===== config.mk =====
export PLATFORM = sky130hd
export DESIGN_NAME = rv_memwb
export DESIGN_NICKNAME = d
export VERILOG_FILES = /design/src/logic/rv_pkg.sv /design/src/logic/rv_memwb.sv
export SDC_FILE = /design/constraint.sdc
export NUM_CORES = 1
export LEC_CHECK = 0
export ABC_AREA = 1
export BUFFER_PORTS_ARGS = -buffer_cell sky130_fd_sc_hd__buf_2
export CAP_MARGIN = 20
export CORE_AREA = 2 2 156 158
export CTS_BUF_LIST = sky130_fd_sc_hd__clkbuf_4
export CTS_CLUSTER_DIAMETER = 200
export DETAILED_ROUTE_END_ITERATION = 8
export DIE_AREA = 0 0 158 160
export PLACE_DENSITY_LB_ADDON = 0.08
export SKIP_CTS_REPAIR_TIMING = 1
export SYNTH_ARGS = -nofsm -noshare
export SYNTH_HDL_FRONTEND = slang
export SYNTH_SLANG_ARGS = --single-unit

===== constraint.sdc =====
create_clock -name i_clk -period 1 [get_ports i_clk]
set_input_delay 0.05 -clock i_clk [delete_from_list [all_inputs] [get_ports i_clk]]
set_output_delay 0.05 -clock i_clk [all_outputs]
set_load 0.01 [all_outputs]

===== src/logic/rv_pkg.sv =====
package rv_pkg;

  localparam int XLEN   = 64;
  localparam int REG_AW = 5;
  localparam int NREGS  = 32;

  //////////////////////////////
  // major opcodes
  localparam logic [6:0] OPC_OP     = 7'b0110011;
  localparam logic [6:0] OPC_OP_IMM = 7'b0010011;
  localparam logic [6:0] OPC_LUI    = 7'b0110111;
  localparam logic [6:0] OPC_LOAD   = 7'b0000011;
  localparam logic [6:0] OPC_STORE  = 7'b0100011;

  typedef enum logic [3:0] {
    ALU_ADD, ALU_SUB, ALU_AND, ALU_OR, ALU_XOR,
    ALU_SLL, ALU_SRL, ALU_SRA, ALU_SLT, ALU_SLTU
  } alu_op_e;

  typedef enum logic [1:0] {
    FWD_NONE, FWD_MEM, FWD_WB
  } fwd_sel_e;

  //////////////////////////////
  // instruction formats
  typedef struct packed {
    logic [6:0]        funct7;
    logic [REG_AW-1:0] rs2;
    logic [REG_AW-1:0] rs1;
    logic [2:0]        funct3;
    logic [REG_AW-1:0] rd;
    logic [6:0]        opcode;
  } r_fmt_t;

  typedef struct packed {
    logic [11:0]       imm12;
    logic [REG_AW-1:0] rs1;     // upper immediate bits for lui
    logic [2:0]        funct3;
    logic [REG_AW-1:0] rd;
    logic [6:0]        opcode;
  } i_fmt_t;

  typedef struct packed {
    logic [6:0]        imm_hi;
    logic [REG_AW-1:0] rs2;
    logic [REG_AW-1:0] rs1;
    logic [2:0]        funct3;
    logic [4:0]        imm_lo;
    logic [6:0]        opcode;
  } s_fmt_t;

  typedef union packed {
    r_fmt_t r;
    i_fmt_t i;
    s_fmt_t s;
  } rv_inst_u;

  //////////////////////////////
  // stage records
  typedef struct packed {
    logic    reg_write;
    logic    mem_read;
    logic    mem_write;
    logic    use_imm;
    logic    is_lui;
    alu_op_e alu_op;
  } ctrl_t;

  typedef struct packed {
    ctrl_t             ctrl;
    logic [REG_AW-1:0] rs1;
    logic [REG_AW-1:0] rs2;
    logic [REG_AW-1:0] rd;
    logic [XLEN-1:0]   rs1_data;
    logic [XLEN-1:0]   rs2_data;
    logic [XLEN-1:0]   imm;
  } id_ex_t;

  typedef struct packed {
    logic              reg_write;
    logic              mem_read;
    logic              mem_write;
    logic [REG_AW-1:0] rd;
    logic [XLEN-1:0]   alu_result;
    logic [XLEN-1:0]   store_data;
  } ex_mem_t;

  typedef struct packed {
    logic              reg_write;
    logic [REG_AW-1:0] rd;
    logic [XLEN-1:0]   data;
  } mem_wb_t;

  typedef struct packed {
    logic            we;
    logic [XLEN-1:0] addr;
    logic [XLEN-1:0] wdata;
  } dmem_req_t;

endpackage


===== src/logic/rv_memwb.sv =====
`timescale 1ns/1ps

module rv_memwb (
  input  logic                      i_clk,
  input  logic                      i_rst_n,
  input  rv_pkg::ex_mem_t           i_ex_mem,
  input  logic [rv_pkg::XLEN-1:0]   i_dmem_rdata,
  output rv_pkg::dmem_req_t         o_dmem,
  output rv_pkg::mem_wb_t           o_wb
);
  import rv_pkg::*;

  logic [XLEN-1:0]   wb_data;
  logic              reg_write_q;
  logic [REG_AW-1:0] rd_q;
  logic [XLEN-1:0]   data_q;

  //////////////////////////////
  // data memory request
  assign o_dmem = '{we:    i_ex_mem.mem_write,
                    addr:  i_ex_mem.alu_result,   // also the load address
                    wdata: i_ex_mem.store_data};

  assign wb_data = i_ex_mem.mem_read ? i_dmem_rdata : i_ex_mem.alu_result;

  //////////////////////////////
  // memory/writeback register
  always_ff @(posedge i_clk or negedge i_rst_n) begin
    if (!i_rst_n) begin
      reg_write_q <= 1'b0;
    end else begin
      reg_write_q <= i_ex_mem.reg_write && (i_ex_mem.rd != '0);  // x0 never retires
    end
  end

  always_ff @(posedge i_clk) begin
    rd_q   <= i_ex_mem.rd;
    data_q <= wb_data;
  end

  assign o_wb = '{reg_write: reg_write_q, rd: rd_q, data: data_q};

endmodule


== Yosys cells after proc, flatten, opt, wreduce, memory -nomap -nowiden ==
Cells that the tools add are included.

* Register bits: 70
* Input bits: 202
* Output and inout port bits: 199
* Logic and storage cells: 6

* Muxes and demuxes: 1
* Reductions and logical operators: 2

{| class="wikitable"
|+ Operators by type and width
! operator !! number
|-
| two-way mux 64 bit || 1
|-
| nonzero test 5 bit || 1
|-
| logical AND 1 bit || 1
|}

== Depth between registers and ports, before layout ==
* Word-level depth: 2
* Depth in mapped cells: 4
* Mapped depth without buffers: 4

== Worst setup path before layout ==
No wires, ideal clock.

* Kind: input to register
* Start point: input port i_ex_mem[134] (netlist name)
* End point: register data_q[40]
* Arrival time: 0.448 ns
* Path slack: 0.437 ns
* Stages on the path: 4
* Buffers on the path: 2
* Path through: clkbuf_8 buf_12 nand2_1 o21ai_2

* Longest elaborated chain between the ends: 1

{| class="wikitable"
|+ Ends and longest elaborated chain
! what !! line !! RTL
|-
| start, declared || rv_memwb.sv:6 || <nowiki>input rv_pkg::ex_mem_t i_ex_mem,</nowiki>
|-
| two-way mux 64 bit || rv_memwb.sv:24 || <nowiki>assign wb_data = i_ex_mem.mem_read ? i_dmem_rdata : i_ex_mem.alu_result;</nowiki>
|-
| net wb_data[40] || rv_memwb.sv:13 || <nowiki>logic [XLEN-1:0] wb_data;</nowiki>
|-
| end signal, assigned || rv_memwb.sv:38 || <nowiki>data_q <= wb_data;</nowiki>
|-
| end, declared || rv_memwb.sv:16 || <nowiki>logic [XLEN-1:0] data_q;</nowiki>
|}

The timed path passes the listed nets, and every way through them passes these cells.

== Worst setup path in the final report ==
* Start point: input port i_dmem_rdata[62] (netlist name)
* End point: register data_q[62]

* Longest elaborated chain between the ends: 1

{| class="wikitable"
|+ Ends and longest elaborated chain
! what !! line !! RTL
|-
| start, declared || rv_memwb.sv:7 || <nowiki>input logic [rv_pkg::XLEN-1:0] i_dmem_rdata,</nowiki>
|-
| two-way mux 64 bit || rv_memwb.sv:24 ||
|-
| net wb_data[62] || rv_memwb.sv:13 ||
|}

The timed path passes the listed nets, and every way through them passes these cells.

==> flow_summary_export.csv <==
group,metric,value,unit
status,status,"finished, violations left",
status,violations,"negative setup slack",
setup_path,worstPathRequired,1.32,ns
setup_path,crit_top_cell,"dlygate4sd3_1",
cells_and_area,final_cells,1021,
clock_network,clock_sinks,70,
power_and_ir_drop,peakVddDrop,0.559,mV
timing,min_period,1.05,ns
synth,synth_top_area_share,0.378,
synth,avgSynthCellArea,8.87,um2
setup_path,path_cells,"dlygate4sd3_1 -> buf_2 -> nand2_2 -> o21ai_2 -> dlygate4sd3_1",
clock_network,tritoncts,"done",
worst_hold_path,hp-class,"primary input to flip-flop",
cells_and_area,drive_above_1_share,0.562,
power_and_ir_drop,p_leak,3.12,nW
timing,hold_viol,0,
synth,yosysWarnings,0,
setup_path,worstPathArrival,1.37,ns
global_route,antenna_found_initial,1,
worst_hold_path,min_path_cells,3,
die,start_util,0.153,
synth,seq_area_frac_synth,0.385,
synth,synth_seq_cells,70,
route,drt_wl_total,12500,um
timing,slew_headroom,0.783,
place,gp_congestion,0.656,
setup_path,slowest_delay,0.55,ns
timing,finalMaxSlewViolations,0,
place,io_buffer_count,270,
clock_network,clockBufferDepth,2,
route,vias_per_cell,3.28,
power_and_ir_drop,total_power,7.46,mW
die,ioPinCount,401,
die,die_width,158,um
route,drt_iter0_markers,109,
timing,rsz0062_at_grt,"true",
global_route,track_usage,0.0882,
power_and_ir_drop,netSwitchingPower,2.06,mW
synth,synthesis.area,3650,um2
global_route,grt_pass1_wl,16300,um
place,post-dp-hpwl,9820,um
cells_and_area,layout_common_cells,"buf_2 (236), dlygate4sd3_1 (137), inv_1 (66)",
setup_path,cp-start-kind,"primary input",
die,core,23800,um2
power_and_ir_drop,clkPwrFrac,0.330,
cells_and_area,final_common_cell,"buf_2",
synth,yosys-top-cells-area,"dfxtp_1 (38%), buf_4 (27%), o21ai_2 (15%)",
timing,setup_viol,23,
timing,fin_ws,-0.0460,ns
die,die_area,25300,um2
cells_and_area,fin_util,0.257,
place,numPlacedInstances,867,
die,dieHeight,160,um
job,drv_cap,0,
route,wl_per_cell,12.2,um
route,drc_errors,0,
synth,yosysTopAreaCell,"dfxtp_1",
place,place_area,4310,um2
setup_path,crit_slowest_cell,"dlygate4sd3_1",
die,rows,57,
route,ant_nets,0,
timing,tightest_slew,0.324,ns
route,num_vias,3349,
place,place_ws,0.223,ns
synth,synthCells,412,
power_and_ir_drop,pwr-share-comb,0.255,
global_route,grt_pass1_vias,2715,
global_route,overflow,0,
synth,synthesis.nets,614,
route,first_pass_iters,4,
cells_and_area,final_cell_area,6110,um2
cells_and_area,area_growth,67.3,%
timing,hold_ws,0.0670,ns
setup_path,cp_max_fo,1,
clock_network,ctsRootBufferMaster,"clkbuf_4",
timing,finalCritPeriodShare,1.05,
cells_and_area,nNetsFinal,893,
clock_network,cts_inserted_buffers,9,
power_and_ir_drop,swShare,0.277,
setup_path,crit_type,"primary input to flip-flop",
power_and_ir_drop,p_per_area,1220,nW/um2
global_route,grt_max_degree,42,
timing,fin_tns_setup,-0.600,ns
setup_path,crit_path_end_kind,"flip-flop",
clock_network,clk_pin_slew,0.12,ns
clock_network,htreeDepth,3,
timing,fmax,956,MHz
power_and_ir_drop,power.share.sequential,0.416,
power_and_ir_drop,p_int,5.40,mW
synth,synth_cell_type_count,13,
cell usage after synthesis (all sizes together):
cell,count
inv,66
nand3,1
dfxtp,69
nand2,65
dfrtp,1
o21ai,64
nor2,2
buf,143
clkbuf,1
area by class of cell:
cell class                 instances  area (um2)
fill                            2701       17700
multi-input combinational        132         827
timing repair buffer             412        3000
clock buffer                       9        67.6
tap                              324         405
sequential                        70        1450
antenna                            1        2.50
inverter                          66         248
clock inverter                     7         120
path summary, 6_finish.rpt:
path | startpoint | end | slack, ns
setup / recovery | i_dmem_rdata[62] | data_q[62] | -0.05
hold / removal | i_ex_mem[134] | data_q[56] | 0.07
max in group asynchronous | i_rst_n | reg_write_q | 0.48
min in group asynchronous | i_rst_n | reg_write_q | 0.42
per-layer routing:
metal,vias to the layer above,GRT usage,routed length (um)
met5,-,0,0
met4,0,0.0467,404
met3,38,0.0318,1080
met2,170,0.159,6530
met1,1456,0.0872,4470
li1,1685,-,-
worst max-delay path: cells and delay by family:
family | cells | cell delay [ns]
buffers and inverters | 3 | 1.23
and+or+nand+nor | 1 | 0.06
AOI/OAI and AO/OA | 1 | 0.04
power by group through the flow:
stage	Clock, mW	Combinational, mW	Sequential (mW)
after global placement	0	1.37	3.13
after global routing	2.74	2.08	3.12
after floorplan	0	0.981	3.24
final	2.46	1.90	3.10
after CTS	2.68	1.36	3.06
after detailed placement	0	1.36	3.12
logic make-up after synthesis:
kind of cell           count (synthesis)  synth area share
AND/OR/NAND/NOR                       68            0.0729
flip-flops                            70             0.385
buffers and inverters                210             0.389
AO/OA/AOI/OAI                         64             0.153
registers in the layout, indices dropped and copies added (netlist names):
register,cells
data_q,64
rd_q,5
reg_write_q,1
(Power assumes the default switching activity.)
