$ cat src/logic/rv_pkg.sv
package rv_pkg;

  localparam int XLEN   = 64;
  localparam int REG_AW = 5;
  localparam int NREGS  = 32;

  //////////////////////////////
  // major opcodes
  localparam logic [6:0] OPC_OP     = 7'b0110011;
  localparam logic [6:0] OPC_OP_IMM = 7'b0010011;
  localparam logic [6:0] OPC_LUI    = 7'b0110111;
  localparam logic [6:0] OPC_LOAD   = 7'b0000011;
  localparam logic [6:0] OPC_STORE  = 7'b0100011;

  typedef enum logic [3:0] {
    ALU_ADD, ALU_SUB, ALU_AND, ALU_OR, ALU_XOR,
    ALU_SLL, ALU_SRL, ALU_SRA, ALU_SLT, ALU_SLTU
  } alu_op_e;

  typedef enum logic [1:0] {
    FWD_NONE, FWD_MEM, FWD_WB
  } fwd_sel_e;

  //////////////////////////////
  // instruction formats
  typedef struct packed {
    logic [6:0]        funct7;
    logic [REG_AW-1:0] rs2;
    logic [REG_AW-1:0] rs1;
    logic [2:0]        funct3;
    logic [REG_AW-1:0] rd;
    logic [6:0]        opcode;
  } r_fmt_t;

  typedef struct packed {
    logic [11:0]       imm12;
    logic [REG_AW-1:0] rs1;     // upper immediate bits for lui
    logic [2:0]        funct3;
    logic [REG_AW-1:0] rd;
    logic [6:0]        opcode;
  } i_fmt_t;

  typedef struct packed {
    logic [6:0]        imm_hi;
    logic [REG_AW-1:0] rs2;
    logic [REG_AW-1:0] rs1;
    logic [2:0]        funct3;
    logic [4:0]        imm_lo;
    logic [6:0]        opcode;
  } s_fmt_t;

  typedef union packed {
    r_fmt_t r;
    i_fmt_t i;
    s_fmt_t s;
  } rv_inst_u;

  //////////////////////////////
  // stage records
  typedef struct packed {
    logic    reg_write;
    logic    mem_read;
    logic    mem_write;
    logic    use_imm;
    logic    is_lui;
    alu_op_e alu_op;
  } ctrl_t;

  typedef struct packed {
    ctrl_t             ctrl;
    logic [REG_AW-1:0] rs1;
    logic [REG_AW-1:0] rs2;
    logic [REG_AW-1:0] rd;
    logic [XLEN-1:0]   rs1_data;
    logic [XLEN-1:0]   rs2_data;
    logic [XLEN-1:0]   imm;
  } id_ex_t;

  typedef struct packed {
    logic              reg_write;
    logic              mem_read;
    logic              mem_write;
    logic [REG_AW-1:0] rd;
    logic [XLEN-1:0]   alu_result;
    logic [XLEN-1:0]   store_data;
  } ex_mem_t;

  typedef struct packed {
    logic              reg_write;
    logic [REG_AW-1:0] rd;
    logic [XLEN-1:0]   data;
  } mem_wb_t;

  typedef struct packed {
    logic            we;
    logic [XLEN-1:0] addr;
    logic [XLEN-1:0] wdata;
  } dmem_req_t;

endpackage

$ cat src/logic/rv_hazard.sv
`timescale 1ns/1ps

module rv_hazard (
  input  logic [rv_pkg::REG_AW-1:0] i_rs1_d,
  input  logic [rv_pkg::REG_AW-1:0] i_rs2_d,
  input  rv_pkg::id_ex_t            i_ex,
  input  rv_pkg::ex_mem_t           i_mem,
  input  rv_pkg::mem_wb_t           i_wb,
  output rv_pkg::fwd_sel_e          o_fwd_a,
  output rv_pkg::fwd_sel_e          o_fwd_b,
  output logic                      o_stall
);
  import rv_pkg::*;

  function automatic fwd_sel_e pick_fwd(input logic [REG_AW-1:0] src,
                                        input ex_mem_t mem,
                                        input mem_wb_t wb);
    fwd_sel_e sel;
    sel = FWD_NONE;
    if (src != '0 && mem.reg_write && mem.rd == src) begin
      sel = FWD_MEM;                   // youngest result wins
    end else if (src != '0 && wb.reg_write && wb.rd == src) begin
      sel = FWD_WB;
    end
    return sel;
  endfunction

  assign o_fwd_a = pick_fwd(i_ex.rs1, i_mem, i_wb);
  assign o_fwd_b = pick_fwd(i_ex.rs2, i_mem, i_wb);

  // load in execute feeding the instruction in decode
  assign o_stall = i_ex.ctrl.mem_read && (i_ex.rd != '0) &&
                   (i_ex.rd == i_rs1_d || i_ex.rd == i_rs2_d);

endmodule

$ cat config.mk
export PLATFORM = sky130hd
export DESIGN_NAME = rv_hazard
export DESIGN_NICKNAME = d
export VERILOG_FILES = /design/src/logic/rv_pkg.sv /design/src/logic/rv_hazard.sv
export SDC_FILE = /design/constraint.sdc
export NUM_CORES = 1
export LEC_CHECK = 0
export ABC_CLOCK_PERIOD_IN_PS = 2450
export BUFFER_PORTS_ARGS = -buffer_cell sky130_fd_sc_hd__buf_2
export CORE_AREA = 4 4 169 171
export DETAILED_ROUTE_END_ITERATION = 6
export DIE_AREA = 0 0 173 175
export GPL_TIMING_DRIVEN = 1
export SYNTH_ARGS = -nofsm -noshare
export SYNTH_HDL_FRONTEND = slang
export SYNTH_SLANG_ARGS = --single-unit
$ cat constraint.sdc
create_clock -name vclk -period 2.45
set_clock_uncertainty 0.1 [all_clocks]
set_input_delay 0.245 -clock vclk [all_inputs]
set_output_delay 0.245 -clock vclk [all_outputs]
set_load 0.01 [all_outputs]
---- Yosys cells after proc, flatten, opt, wreduce, memory -nomap -nowiden ----
Cells that the tools add are included.
storage, ports and cells
  word-level logic and storage cells ...... 24
  bits in registers ....................... 0
  output and inout bits ................... 5
  input port bits ......................... 432
cells by class
  eq/ne operators ......................... 6
  reduce and logical (&&, ||, !) cells .... 14
  multiplexer cells ....................... 4
operators with widths
  cell                count
  5-bit == test       6
  5-bit nonzero test  3
  1-bit logical AND   10
  2-bit two-way mux   4
  1-bit logical OR    1

---- Depth between registers and ports, before layout ----
  word-level depth ........................ 5
  gate-level depth with buffers ........... 4

---- Worst setup path after synthesis ----
OpenSTA, ideal clock, no wires.
  path type ............................... in2out
  from .................................... in i_ex[203] (netlist bit)
  to ...................................... out o_fwd_a[1]
  data arrival time ....................... 1.308 ns
  slack ................................... 0.797 ns
  required time ........................... 2.105 ns
  stages .................................. 4
  path buffers ............................ 0
  cells stage by stage .................... or4_4 -> nor2_4 -> nor4_2 -> nor4_2
on the way
  cells in the longest elaborated chain, start to end .. 5
  elaborated cells on any way between the ends .. 9
  those cells by class .................... eq/ne (2); mux (2); reduce/logical (5)
RTL lines
  item                            RTL line                          source
  start: declaration              rv_hazard.sv:6                    input rv_pkg::id_ex_t i_ex,
  5-bit nonzero test              rv_hazard.sv:20, rv_hazard.sv:22
  1-bit logical AND (2 in a row)  rv_hazard.sv:22                   end else if (src != '0 && wb.reg_write && wb.rd == src) begin
  2-bit two-way mux               rv_hazard.sv:22
  2-bit two-way mux *             rv_hazard.sv:20                   if (src != '0 && mem.reg_write && mem.rd == src) begin
  end: declaration                rv_hazard.sv:9                    output rv_pkg::fwd_sel_e o_fwd_a,
Every way passes the cells marked *; elsewhere a longest branch is shown, timed or not.

---- Worst setup path after layout ----
  from .................................... in i_ex[198] (netlist bit)
  to ...................................... out o_fwd_b[1]
on the way
  cells in the longest elaborated chain, start to end .. 5
  elaborated cells on any way between the ends .. 9
  those cells by class .................... eq/ne (2); mux (2); reduce/logical (5)
RTL lines
  item                            RTL line                          source
  5-bit nonzero test              rv_hazard.sv:20, rv_hazard.sv:22
  1-bit logical AND (2 in a row)  rv_hazard.sv:22
  2-bit two-way mux               rv_hazard.sv:22
  2-bit two-way mux *             rv_hazard.sv:20
  end: declaration                rv_hazard.sv:10                   output rv_pkg::fwd_sel_e o_fwd_b,
Marked as above.

==> impl_metrics.csv <==
group,metric,value,unit
min_path,min_path_type,"in2out",
layout,syn2layout_area_growth,150,%
power_and_ir_drop,cellInternalPower,0.0566,mW
clocking,post_cts_resized,0,
worst_setup_path,start_kind,"primary input",
logic_synthesis,synth_nets,483,
placed_design,dp_hpwl,2370,um
route,routed.top_layer,"met3",
logic_synthesis,yosys_warnings,0,
clocking,cts_hold_buf,0,
worst_setup_path,critical_path.top_delay_family,"simple AND/OR/NAND/NOR gates",
route,wl_met1,1240,um
run_status,outcome,"finished clean",
route,routed-wl-met2,1140,um
route,drtAntennaViolNets,0,
worst_setup_path,cpMaxStageDelayCell,"or4_4",
worst_setup_path,critPathBufInv,2,
die,core-area,26900,sq um
layout,seq_cells,0,
sta,rsz0062_at_grt,"no",
logic_synthesis,synth_top_cell_area_share,0.409,
worst_setup_path,criticalPathCategory,"in2out",
die,num_rows,60,
worst_setup_path,max_stage_delay,0.54,ns
sta,hold_violations,0,
logic_synthesis,yosysUniqueCellTypes,12,
logic_synthesis,syn-cell-area,428,sq um
power_and_ir_drop,seq_power_share,0,
global_routing,overflow,0,
logic_synthesis,yosys-top-cells-count,"xnor2_1, xor2_1, nand4_1, nor4_2",
route,vias,527,
logic_synthesis,synthCells,51,
min_path,min-delay-start,"i_ex[214]",
logic_synthesis,yosysMostFrequentCell,"xnor2_1",
sta,fin_tns_setup,0,ns
layout,regArea,0,sq um
logic_synthesis,ys_seq_area_frac,0,
route,routed_wl,2490,um
power_and_ir_drop,swShare,0.475,
layout,nets,528,
logic_synthesis,synth_top_cell_by_area,"xnor2_1",
sta,max_slew_margin,0.775,
layout,utilization,0.0398,
logic_synthesis,syn_area_per_cell,8.39,sq um
power_and_ir_drop,p_sw,0.0511,mW
sta,period_share,0.758,
layout,antenna_cells,0,
route,drt_pass1_iterations,2,
power_and_ir_drop,power_density,101,nW/um^2
power_and_ir_drop,ir_drop,51.2,uV
min_path,worstHoldEndpoint,"o_stall",
clocking,post_cts_buffers,0,
worst_setup_path,critPathMaxFanout,3,
layout,nClkBuffers,0,
route,viasPerCell,1.21,
power_and_ir_drop,p_leak,0.288,nW
min_path,holdPathStages,4,
placed_design,place.gp.congestion,0.761,
worst_setup_path,cp_cell_sequence,"buf_2, or4_4, nor2_4, nor4_2, nor4_2, buf_2",
die,dieHeight,175,um
sta,setup_viol,0,
route,dr_wl_met3,114,um
run,cap_violations,0,
global_routing,grt_pass1_wl,3470,um
global_routing,grt_max_degree,4,
placed_design,place.port_buffers,43,
power_and_ir_drop,p_clk_frac,0,
die,die_area,30300,sq um
global_routing,grt_pass1_vias,577,
die,die_w,173,um
sta,fmax,0.538,GHz
global_routing,antenna_found_initial,1,
layout,final_layout_size_suffix_gt1_frac,0.543,
sta,worst_pin_slew,0.335,ns
worst_setup_path,worstPathRequired,2.11,ns
route,avgRoutedWirePerCell,5.73,um
route,drt-initial-drc-count,6,
global_routing,grt_use_total,0.0151,
die,io-pin-count,437,
power_and_ir_drop,comb_power_share,1.000,
sta,drv_slew,0,
worst_setup_path,critPathCaptureType,"output pin",
die,initial_core_util,0.0159,
route,drcViolationCount,0,
logic_synthesis,synth_area_leaders,"xnor2_1, xor2_1, nor4_2",
worst_setup_path,worstPathArrival,1.51,ns
sta,min_period,1.86,ns
-- layout make-up --
| cell class | instances | area, sq um |
|---|---|---|
| tap | 341 | 427 |
| fill | 3193 | 25800 |
| timing repair buffer | 43 | 215 |
| multi-input combinational | 51 | 428 |
-- per-stage QoR --
stage | area (sq um) | setup WS, ns | power (mW) | hold slack, ns | instances
2_1_floorplan | 428 | 0.797 | 0.0519 | 0.493 | 51
3_3_place_gp | 1070 | 0.561 | 0.107 | 0.725 | 435
3_5_place_dp | 1070 | 0.595 | 0.108 | 0.718 | 435
4_1_cts | 1070 | 0.578 | 0.109 | 0.718 | 435
5_1_grt | 1070 | 0.527 | 0.119 | 0.748 | 435
6_report | 1070 | 0.593 | 0.108 | 0.718 | 435
-- logic make-up after synthesis --
group,count (synthesis),share of synthesized area
compound gates,2,0.0234
xor+xnor,30,0.614
simple gates,19,0.363
-- layer usage --
metal	up-vias	global-route usage
li1	267	-
met1	242	0.0225
met2	18	0.0251
met3	0	0.00173
met4	0	0
met5	-	0
-- cell usage in the layout (no fill, tap or decap) --
master	Yosys	layout
a21oi_1	1	1
buf_2	0	43
nand2_1	2	2
nand3_1	2	2
nand4_1	4	4
nor2_4	2	2
nor3_1	2	2
nor4_2	4	4
o21ai_0	1	1
or4_1	1	1
or4_4	2	2
xnor2_1	20	20
xor2_1	10	10
-- power by group through the flow --
stage | logic, mW | registers, mW | clock network (mW)
final | 0.108 | 0 | 0
after global routing | 0.119 | 0 | 0
after CTS | 0.109 | 0 | 0
after detailed placement | 0.108 | 0 | 0
after global placement | 0.107 | 0 | 0
after floorplan | 0.0519 | 0 | 0
-- worst max path at each step --
stage | start | cells past startpoint | slack (ns) | to
2_1_floorplan | i_ex[203] | 4 | 0.80 | o_fwd_a[1]
4_1_cts | i_ex[203] | 6 | 0.58 | o_fwd_a[1]
3_5_place_dp | i_ex[203] | 6 | 0.60 | o_fwd_a[1]
6_report | i_ex[198] | 6 | 0.59 | o_fwd_b[1]
5_1_grt | i_ex[203] | 6 | 0.53 | o_fwd_a[1]
3_3_place_gp | i_ex[203] | 6 | 0.56 | o_fwd_a[1]
Power figures use the tool's default switching activity.
