<file path="config.mk">
export PLATFORM = sky130hd
export DESIGN_NAME = rv_fetch
export DESIGN_NICKNAME = d
export VERILOG_FILES = /design/src/logic/rv_pkg.sv /design/src/logic/rv_fetch.sv
export SDC_FILE = /design/constraint.sdc
export NUM_CORES = 1
export LEC_CHECK = 0
export BUFFER_PORTS_ARGS = -buffer_cell sky130_fd_sc_hd__buf_2
export CORE_MARGIN = 3
export CORE_UTILIZATION = 54
export CTS_CLUSTER_DIAMETER = 100
export DETAILED_ROUTE_END_ITERATION = 8
export GPL_TIMING_DRIVEN = 0
export PLACE_DENSITY = 0.85
export RECOVER_POWER = 100
export SYNTH_ARGS = -nofsm -noshare
export SYNTH_HDL_FRONTEND = slang
export SYNTH_SLANG_ARGS = --single-unit
</file>
<file path="constraint.sdc">
create_clock -name i_clk -period 3.24 [get_ports i_clk]
set_input_delay 0.162 -clock i_clk [delete_from_list [all_inputs] [get_ports i_clk]]
set_output_delay 0.162 -clock i_clk [all_outputs]
set_load 0.05 [all_outputs]
</file>
<file path="src/logic/rv_pkg.sv">
package rv_pkg;

  localparam int XLEN   = 64;
  localparam int REG_AW = 5;
  localparam int NREGS  = 32;

  //////////////////////////////
  // major opcodes
  localparam logic [6:0] OPC_OP     = 7'b0110011;
  localparam logic [6:0] OPC_OP_IMM = 7'b0010011;
  localparam logic [6:0] OPC_LUI    = 7'b0110111;
  localparam logic [6:0] OPC_LOAD   = 7'b0000011;
  localparam logic [6:0] OPC_STORE  = 7'b0100011;

  typedef enum logic [3:0] {
    ALU_ADD, ALU_SUB, ALU_AND, ALU_OR, ALU_XOR,
    ALU_SLL, ALU_SRL, ALU_SRA, ALU_SLT, ALU_SLTU
  } alu_op_e;

  typedef enum logic [1:0] {
    FWD_NONE, FWD_MEM, FWD_WB
  } fwd_sel_e;

  //////////////////////////////
  // instruction formats
  typedef struct packed {
    logic [6:0]        funct7;
    logic [REG_AW-1:0] rs2;
    logic [REG_AW-1:0] rs1;
    logic [2:0]        funct3;
    logic [REG_AW-1:0] rd;
    logic [6:0]        opcode;
  } r_fmt_t;

  typedef struct packed {
    logic [11:0]       imm12;
    logic [REG_AW-1:0] rs1;     // upper immediate bits for lui
    logic [2:0]        funct3;
    logic [REG_AW-1:0] rd;
    logic [6:0]        opcode;
  } i_fmt_t;

  typedef struct packed {
    logic [6:0]        imm_hi;
    logic [REG_AW-1:0] rs2;
    logic [REG_AW-1:0] rs1;
    logic [2:0]        funct3;
    logic [4:0]        imm_lo;
    logic [6:0]        opcode;
  } s_fmt_t;

  typedef union packed {
    r_fmt_t r;
    i_fmt_t i;
    s_fmt_t s;
  } rv_inst_u;

  //////////////////////////////
  // stage records
  typedef struct packed {
    logic    reg_write;
    logic    mem_read;
    logic    mem_write;
    logic    use_imm;
    logic    is_lui;
    alu_op_e alu_op;
  } ctrl_t;

  typedef struct packed {
    ctrl_t             ctrl;
    logic [REG_AW-1:0] rs1;
    logic [REG_AW-1:0] rs2;
    logic [REG_AW-1:0] rd;
    logic [XLEN-1:0]   rs1_data;
    logic [XLEN-1:0]   rs2_data;
    logic [XLEN-1:0]   imm;
  } id_ex_t;

  typedef struct packed {
    logic              reg_write;
    logic              mem_read;
    logic              mem_write;
    logic [REG_AW-1:0] rd;
    logic [XLEN-1:0]   alu_result;
    logic [XLEN-1:0]   store_data;
  } ex_mem_t;

  typedef struct packed {
    logic              reg_write;
    logic [REG_AW-1:0] rd;
    logic [XLEN-1:0]   data;
  } mem_wb_t;

  typedef struct packed {
    logic            we;
    logic [XLEN-1:0] addr;
    logic [XLEN-1:0] wdata;
  } dmem_req_t;

endpackage

</file>
<file path="src/logic/rv_fetch.sv">
`timescale 1ns/1ps

module rv_fetch #(
  parameter logic [rv_pkg::XLEN-1:0] RESET_PC = '0
) (
  input  logic                      i_clk,
  input  logic                      i_rst_n,
  input  logic                      i_stall,
  input  rv_pkg::rv_inst_u          i_imem_data,
  output logic [rv_pkg::XLEN-1:0]   o_pc,
  output rv_pkg::rv_inst_u          o_inst,
  output logic                      o_valid
);
  import rv_pkg::*;

  logic [XLEN-1:0] pc_next;

  assign pc_next = i_stall ? o_pc : o_pc + XLEN'(4);  // no branches, always sequential

  always_ff @(posedge i_clk or negedge i_rst_n) begin
    if (!i_rst_n) begin
      o_pc    <= RESET_PC;
      o_valid <= 1'b0;                 // decode sees a bubble first
    end else begin
      o_pc <= pc_next;
      if (!i_stall) begin
        o_valid <= 1'b1;
      end
    end
  end

  // fetch/decode word, held on load-use
  always_ff @(posedge i_clk) begin
    if (!i_stall) begin
      o_inst <= i_imem_data;
    end
  end

endmodule

</file>
Word-level counts from Yosys, hierarchy flattened
Index checks and enable logic that the tools add are counted.
W data, S select, Z words.
- register bits after elaboration: 97
- bits of input ports: 35
- output and inout port bits: 97
- $add $sub $neg: 1
- operator list (kind ; count):
    $add A64 B3 Y64 const B ; 1

Longest topological paths before layout
- depth after elaboration: 1
- mapped depth: 7
- mapped depth without buffers: 6

Least setup slack after synthesis
No wires, ideal clock.
- kind: register to register
- start point: register o_pc[5] in the netlist's numbering
- end point: register o_pc[37] in the netlist's numbering
- arrival time: 2.268 ns
- data required time: 3.098 ns
- path slack: 0.830 ns
- cell stages (with the launch flop): 6
- path buffers: 0
- clock period less this slack: 2.410 ns
- path through: dfrtp_1 nand4_2 nor4_4 nand3_4 or4_1 xnor2_1
- cells in the longest elaborated chain, start to end: 1
- ends and longest elaborated chain (item ; RTL line ; text):
    from (decl) ; rv_fetch.sv:10 ; output logic [rv_pkg::XLEN-1:0] o_pc,
    from (signal assigned) ; rv_fetch.sv:25 ; o_pc <= pc_next;
    $add A64 B3 Y64 ; rv_fetch.sv:18 ; assign pc_next = i_stall ? o_pc : o_pc + XLEN'(4);
No other way between the ends.
A chain may end at the register's enable or synchronous reset.

Worst setup path in the final report
- start point: register o_pc[2] in the netlist's numbering
- end point: register o_pc[60] in the netlist's numbering
The elaborated chain is that of the path after synthesis.

==> reports/metrics.json <==
{
  "critical_path.cell_chain": "ha_1, nand3b_1, nor3_1, nand4_1, clkbuf_1, nor4_1, xor2_1",
  "share_of_power_burned_in_the_clock_network_pct": 28.8,
  "critPathArrivalTime_ns": 2.74,
  "cts.root.buffer_cell": "sky130_fd_sc_hd__clkbuf_8",
  "core_um2": 6870,
  "globalplace.congestion": 0.787,
  "fillCellCount": 532,
  "min-delay-path-class": "primary input to register",
  "detailed_place_hpwl_um": 6080,
  "worst-path-buf-inv": 1,
  "number_of_flip_flops_and_latches_in_the_synthesized_netlist": 95,
  "vdd_ir_drop_max_mv": 0.573,
  "dr_total_vias": 2931,
  "net_load_switching_power_w": 0.000818,
  "drt.antenna.violating_nets": 0,
  "track_usage_pct": 23.1,
  "failed_checks": "capacitance limit, slew limit",
  "io_pins": 132,
  "postCtsSetupBuffers": 0,
  "synth-async-reset-ratio_pct": 66.3,
  "timing.final.max_slew_violations": 64,
  "drtIter0Drc": 104,
  "number_of_antenna_cells_inserted": 0,
  "layout_min_cycle_time_ns": 2.46,
  "insertion_delay_ns": 0.35,
  "cts-resized-gates": 0,
  "layout_overhead_on_the_synthesized_area_pct": 28.9,
  "critical_path.top_delay_family": "simple AND/OR/NAND/NOR gates",
  "pwr_density_cell_nw_per_um2": 520,
  "sequentialPowerShare_pct": 53.2,
  "ys_seq_area_share_pct": 65.4,
  "fmaxAchievable_mhz": 406,
  "dominantRegCellSynth": "sky130_fd_sc_hd__dfrtp_1",
  "grt_setup_unrepaired": "false",
  "post_synth_edffs": 32,
  "drc": 0,
  "grt-ovfl-total": 0,
  "grt_first_pass_wirelength_um": 14800,
  "drv_cap": 1,
  "floorplan.die_area_um2": 8230,
  "final_critical_path_setup_slack_ns": 0.778,
  "final-hold-violation-count": 0,
  "start_util_pct": 56.4,
  "place_worst_setup_slack_ns": 0.799,
  "clock_tree.buffer_depth": 2,
  "cts.htree.levels": 3,
  "setup_viol_count_final": 0,
  "critPathRequiredTime_ns": 3.51,
  "synth_top_cells_by_area": "sky130_fd_sc_hd__dfrtp_1, sky130_fd_sc_hd__edfxtp_1, sky130_fd_sc_hd__xor2_1, sky130_fd_sc_hd__xnor2_1, sky130_fd_sc_hd__nand3_1",
  "slowest_stage_cell_crit_path": "sky130_fd_sc_hd__nor3_1",
  "fp.dieW_um": 90.7,
  "total_detailed_routing_wirelength_um": 9090,
  "wire_per_inst_um": 16.0,
  "net_count_final": 503,
  "setup-tns-final_ns": 0,
  "power.combinational.fraction_pct": 18.0,
  "yosys.area.top_type_share_pct": 40.7,
  "numPortBuffers": 129,
  "power_leakage_nw": 2.22,
  "first_pass_iters": 4,
  "cts.sinks": 95,
  "die_h_um": 90.7,
  "num_rows": 30,
  "synthMostInstantiatedCell": "sky130_fd_sc_hd__dfrtp_1",
  "total_cts_buffers": 9,
  "period_share_pct": 76.0,
  "antenna_violations_before_repair": 0,
  "status": "complete, but fails checks",
  "swShare_pct": 31.5,
  "first_global_vias": 3035,
  "postSynthAreaPerCell_um2": 13.2,
  "yosys_warnings": 0,
  "p_int_w": 0.00178,
  "finalClockSkew_ns": 0.00628,
  "post_synth_num_cell_types": 32,
  "element_type_at_the_critical_path_start": "register",
  "critPathMaxFanout": 10,
  "critPathMaxStageDelay_ns": 0.57,
  "cp-end-kind": "register",
  "netlist_instances": 293,
  "synthDominantAreaCellType": "sky130_fd_sc_hd__dfrtp_1",
  "viasPerCell": 5.16,
  "share_of_post_route_cells_with_drive_strength_above_1_pct": 11.2,
  "fin_worst_hold_slack_ns": 0.0863,
  "pin_count_of_the_biggest_net_entering_global_routing": 64,
  "worst-setup-path-type": "register to register",
  "slew_at_the_pin_with_the_worst_max_slew_slack_ns": 1.51,
  "cts_tree": "built",
  "relative_max_transition_margin_pct": -0.574,
  "clkSlewWorstSetupHoldPaths_ns": 0.09,
  "mappedNetlistArea_um2": 3880,
  "netlist_top_cells_count": "sky130_fd_sc_hd__dfrtp_1, sky130_fd_sc_hd__xor2_1, sky130_fd_sc_hd__edfxtp_1, sky130_fd_sc_hd__xnor2_1, sky130_fd_sc_hd__nand2_1"
}
worst paths after layout:
path                          start       end  slack [ns]  cells after the start
max in group asynchronous   i_rst_n  o_pc[22]        1.61                      2
hold / removal              i_stall   o_valid        0.09                      2
setup reg to reg            o_pc[2]  o_pc[60]        0.78                      7
hold reg to reg            o_pc[63]  o_pc[63]        0.46                      1
min in group asynchronous   i_rst_n  o_pc[57]        0.73                      2
setup / recovery            o_pc[2]  o_pc[60]        0.78                      7
cells in the final DEF (no fill, tap or decap):
master	instances
sky130_fd_sc_hd__and2_1	1
sky130_fd_sc_hd__and3_1	10
sky130_fd_sc_hd__and4_1	4
sky130_fd_sc_hd__buf_2	30
sky130_fd_sc_hd__buf_4	2
sky130_fd_sc_hd__buf_6	1
sky130_fd_sc_hd__bufinv_16	1
sky130_fd_sc_hd__clkbuf_1	100
sky130_fd_sc_hd__clkbuf_2	1
sky130_fd_sc_hd__clkbuf_8	9
sky130_fd_sc_hd__clkinv_1	2
sky130_fd_sc_hd__clkinv_4	1
sky130_fd_sc_hd__clkinvlp_2	1
sky130_fd_sc_hd__conb_1	2
sky130_fd_sc_hd__dfrtp_1	63
sky130_fd_sc_hd__dlygate4sd3_1	33
sky130_fd_sc_hd__edfxtp_1	32
sky130_fd_sc_hd__ha_1	1
sky130_fd_sc_hd__inv_1	9
sky130_fd_sc_hd__inv_6	1
sky130_fd_sc_hd__mux2_2	1
sky130_fd_sc_hd__nand2_1	20
sky130_fd_sc_hd__nand2b_1	1
sky130_fd_sc_hd__nand3_1	19
sky130_fd_sc_hd__nand3_2	1
sky130_fd_sc_hd__nand3_4	1
sky130_fd_sc_hd__nand3b_1	1
sky130_fd_sc_hd__nand4_1	13
sky130_fd_sc_hd__nand4b_1	1
sky130_fd_sc_hd__nor2_1	19
sky130_fd_sc_hd__nor3_1	17
sky130_fd_sc_hd__nor4_1	8
sky130_fd_sc_hd__nor4_4	1
sky130_fd_sc_hd__or3_1	1
sky130_fd_sc_hd__or4_1	1
sky130_fd_sc_hd__or4_4	2
sky130_fd_sc_hd__xnor2_1	26
sky130_fd_sc_hd__xor2_1	35
kinds of logic after synthesis:
logic type | share of synthesized area, %
buf+inv | 1.65
xor+xnor | 13.8
fa+ha+maj | 0.323
flops | 65.4
mux | 0.290
other cells | 0.0967
simple gates | 18.4
cell type report:
class                      count  area [um^2]  share of cell area (%)
inverter                       9         33.8                   0.676
sequential                    95         2540                    50.8
tap                           96          120                    2.40
multi-input combinational    186         1230                    24.7
buffer                         4         30.0                   0.601
timing repair buffer         162          853                    17.1
clock inverter                 6         60.1                    1.20
clock buffer                  10          128                    2.55
state kept, by name (all words and copies together) (netlist names):
register,count
o_valid,1
o_inst,32
o_pc,62
power by group through the flow:
| stage | sequential, W | clock [W] | combinational, W |
|---|---|---|---|
| after floorplan | 0.00166 | 0 | 0.0000748 |
| after global placement | 0.00140 | 0 | 0.000448 |
| after detailed placement | 0.00141 | 0 | 0.000458 |
| after CTS | 0.00138 | 0.000765 | 0.000488 |
| after global routing | 0.00140 | 0.000828 | 0.000490 |
| final | 0.00138 | 0.000749 | 0.000467 |
per-layer routing:
metal	GRT usage, %	part of all wire (%)	wire length [um]
met4	9.69	2.3	208
met5	0	0	0
met1	26.5	38	3490
met3	3.75	4.2	379
met2	42.4	55	5010
repair_timing:
| action | CTS | global route |
|---|---|---|
| setup endpoints to repair | 0 | 0 |
| hold buffers | 32 | 1 |
| endpoints found under the hold margin | 32 | 63 |
through the flow:
step	cells	utilization (%)	power (W)	area (um^2)
2_1_floorplan	294	-	0.00173	3880
3_3_place_gp	519	67.7	0.00185	4650
3_5_place_dp	519	67.7	0.00187	4650
4_1_cts	567	75.0	0.00264	5150
5_1_grt	568	72.8	0.00272	5000
6_report	568	72.8	0.00260	5000
Note: power is estimated with default switching activity, not from simulation.
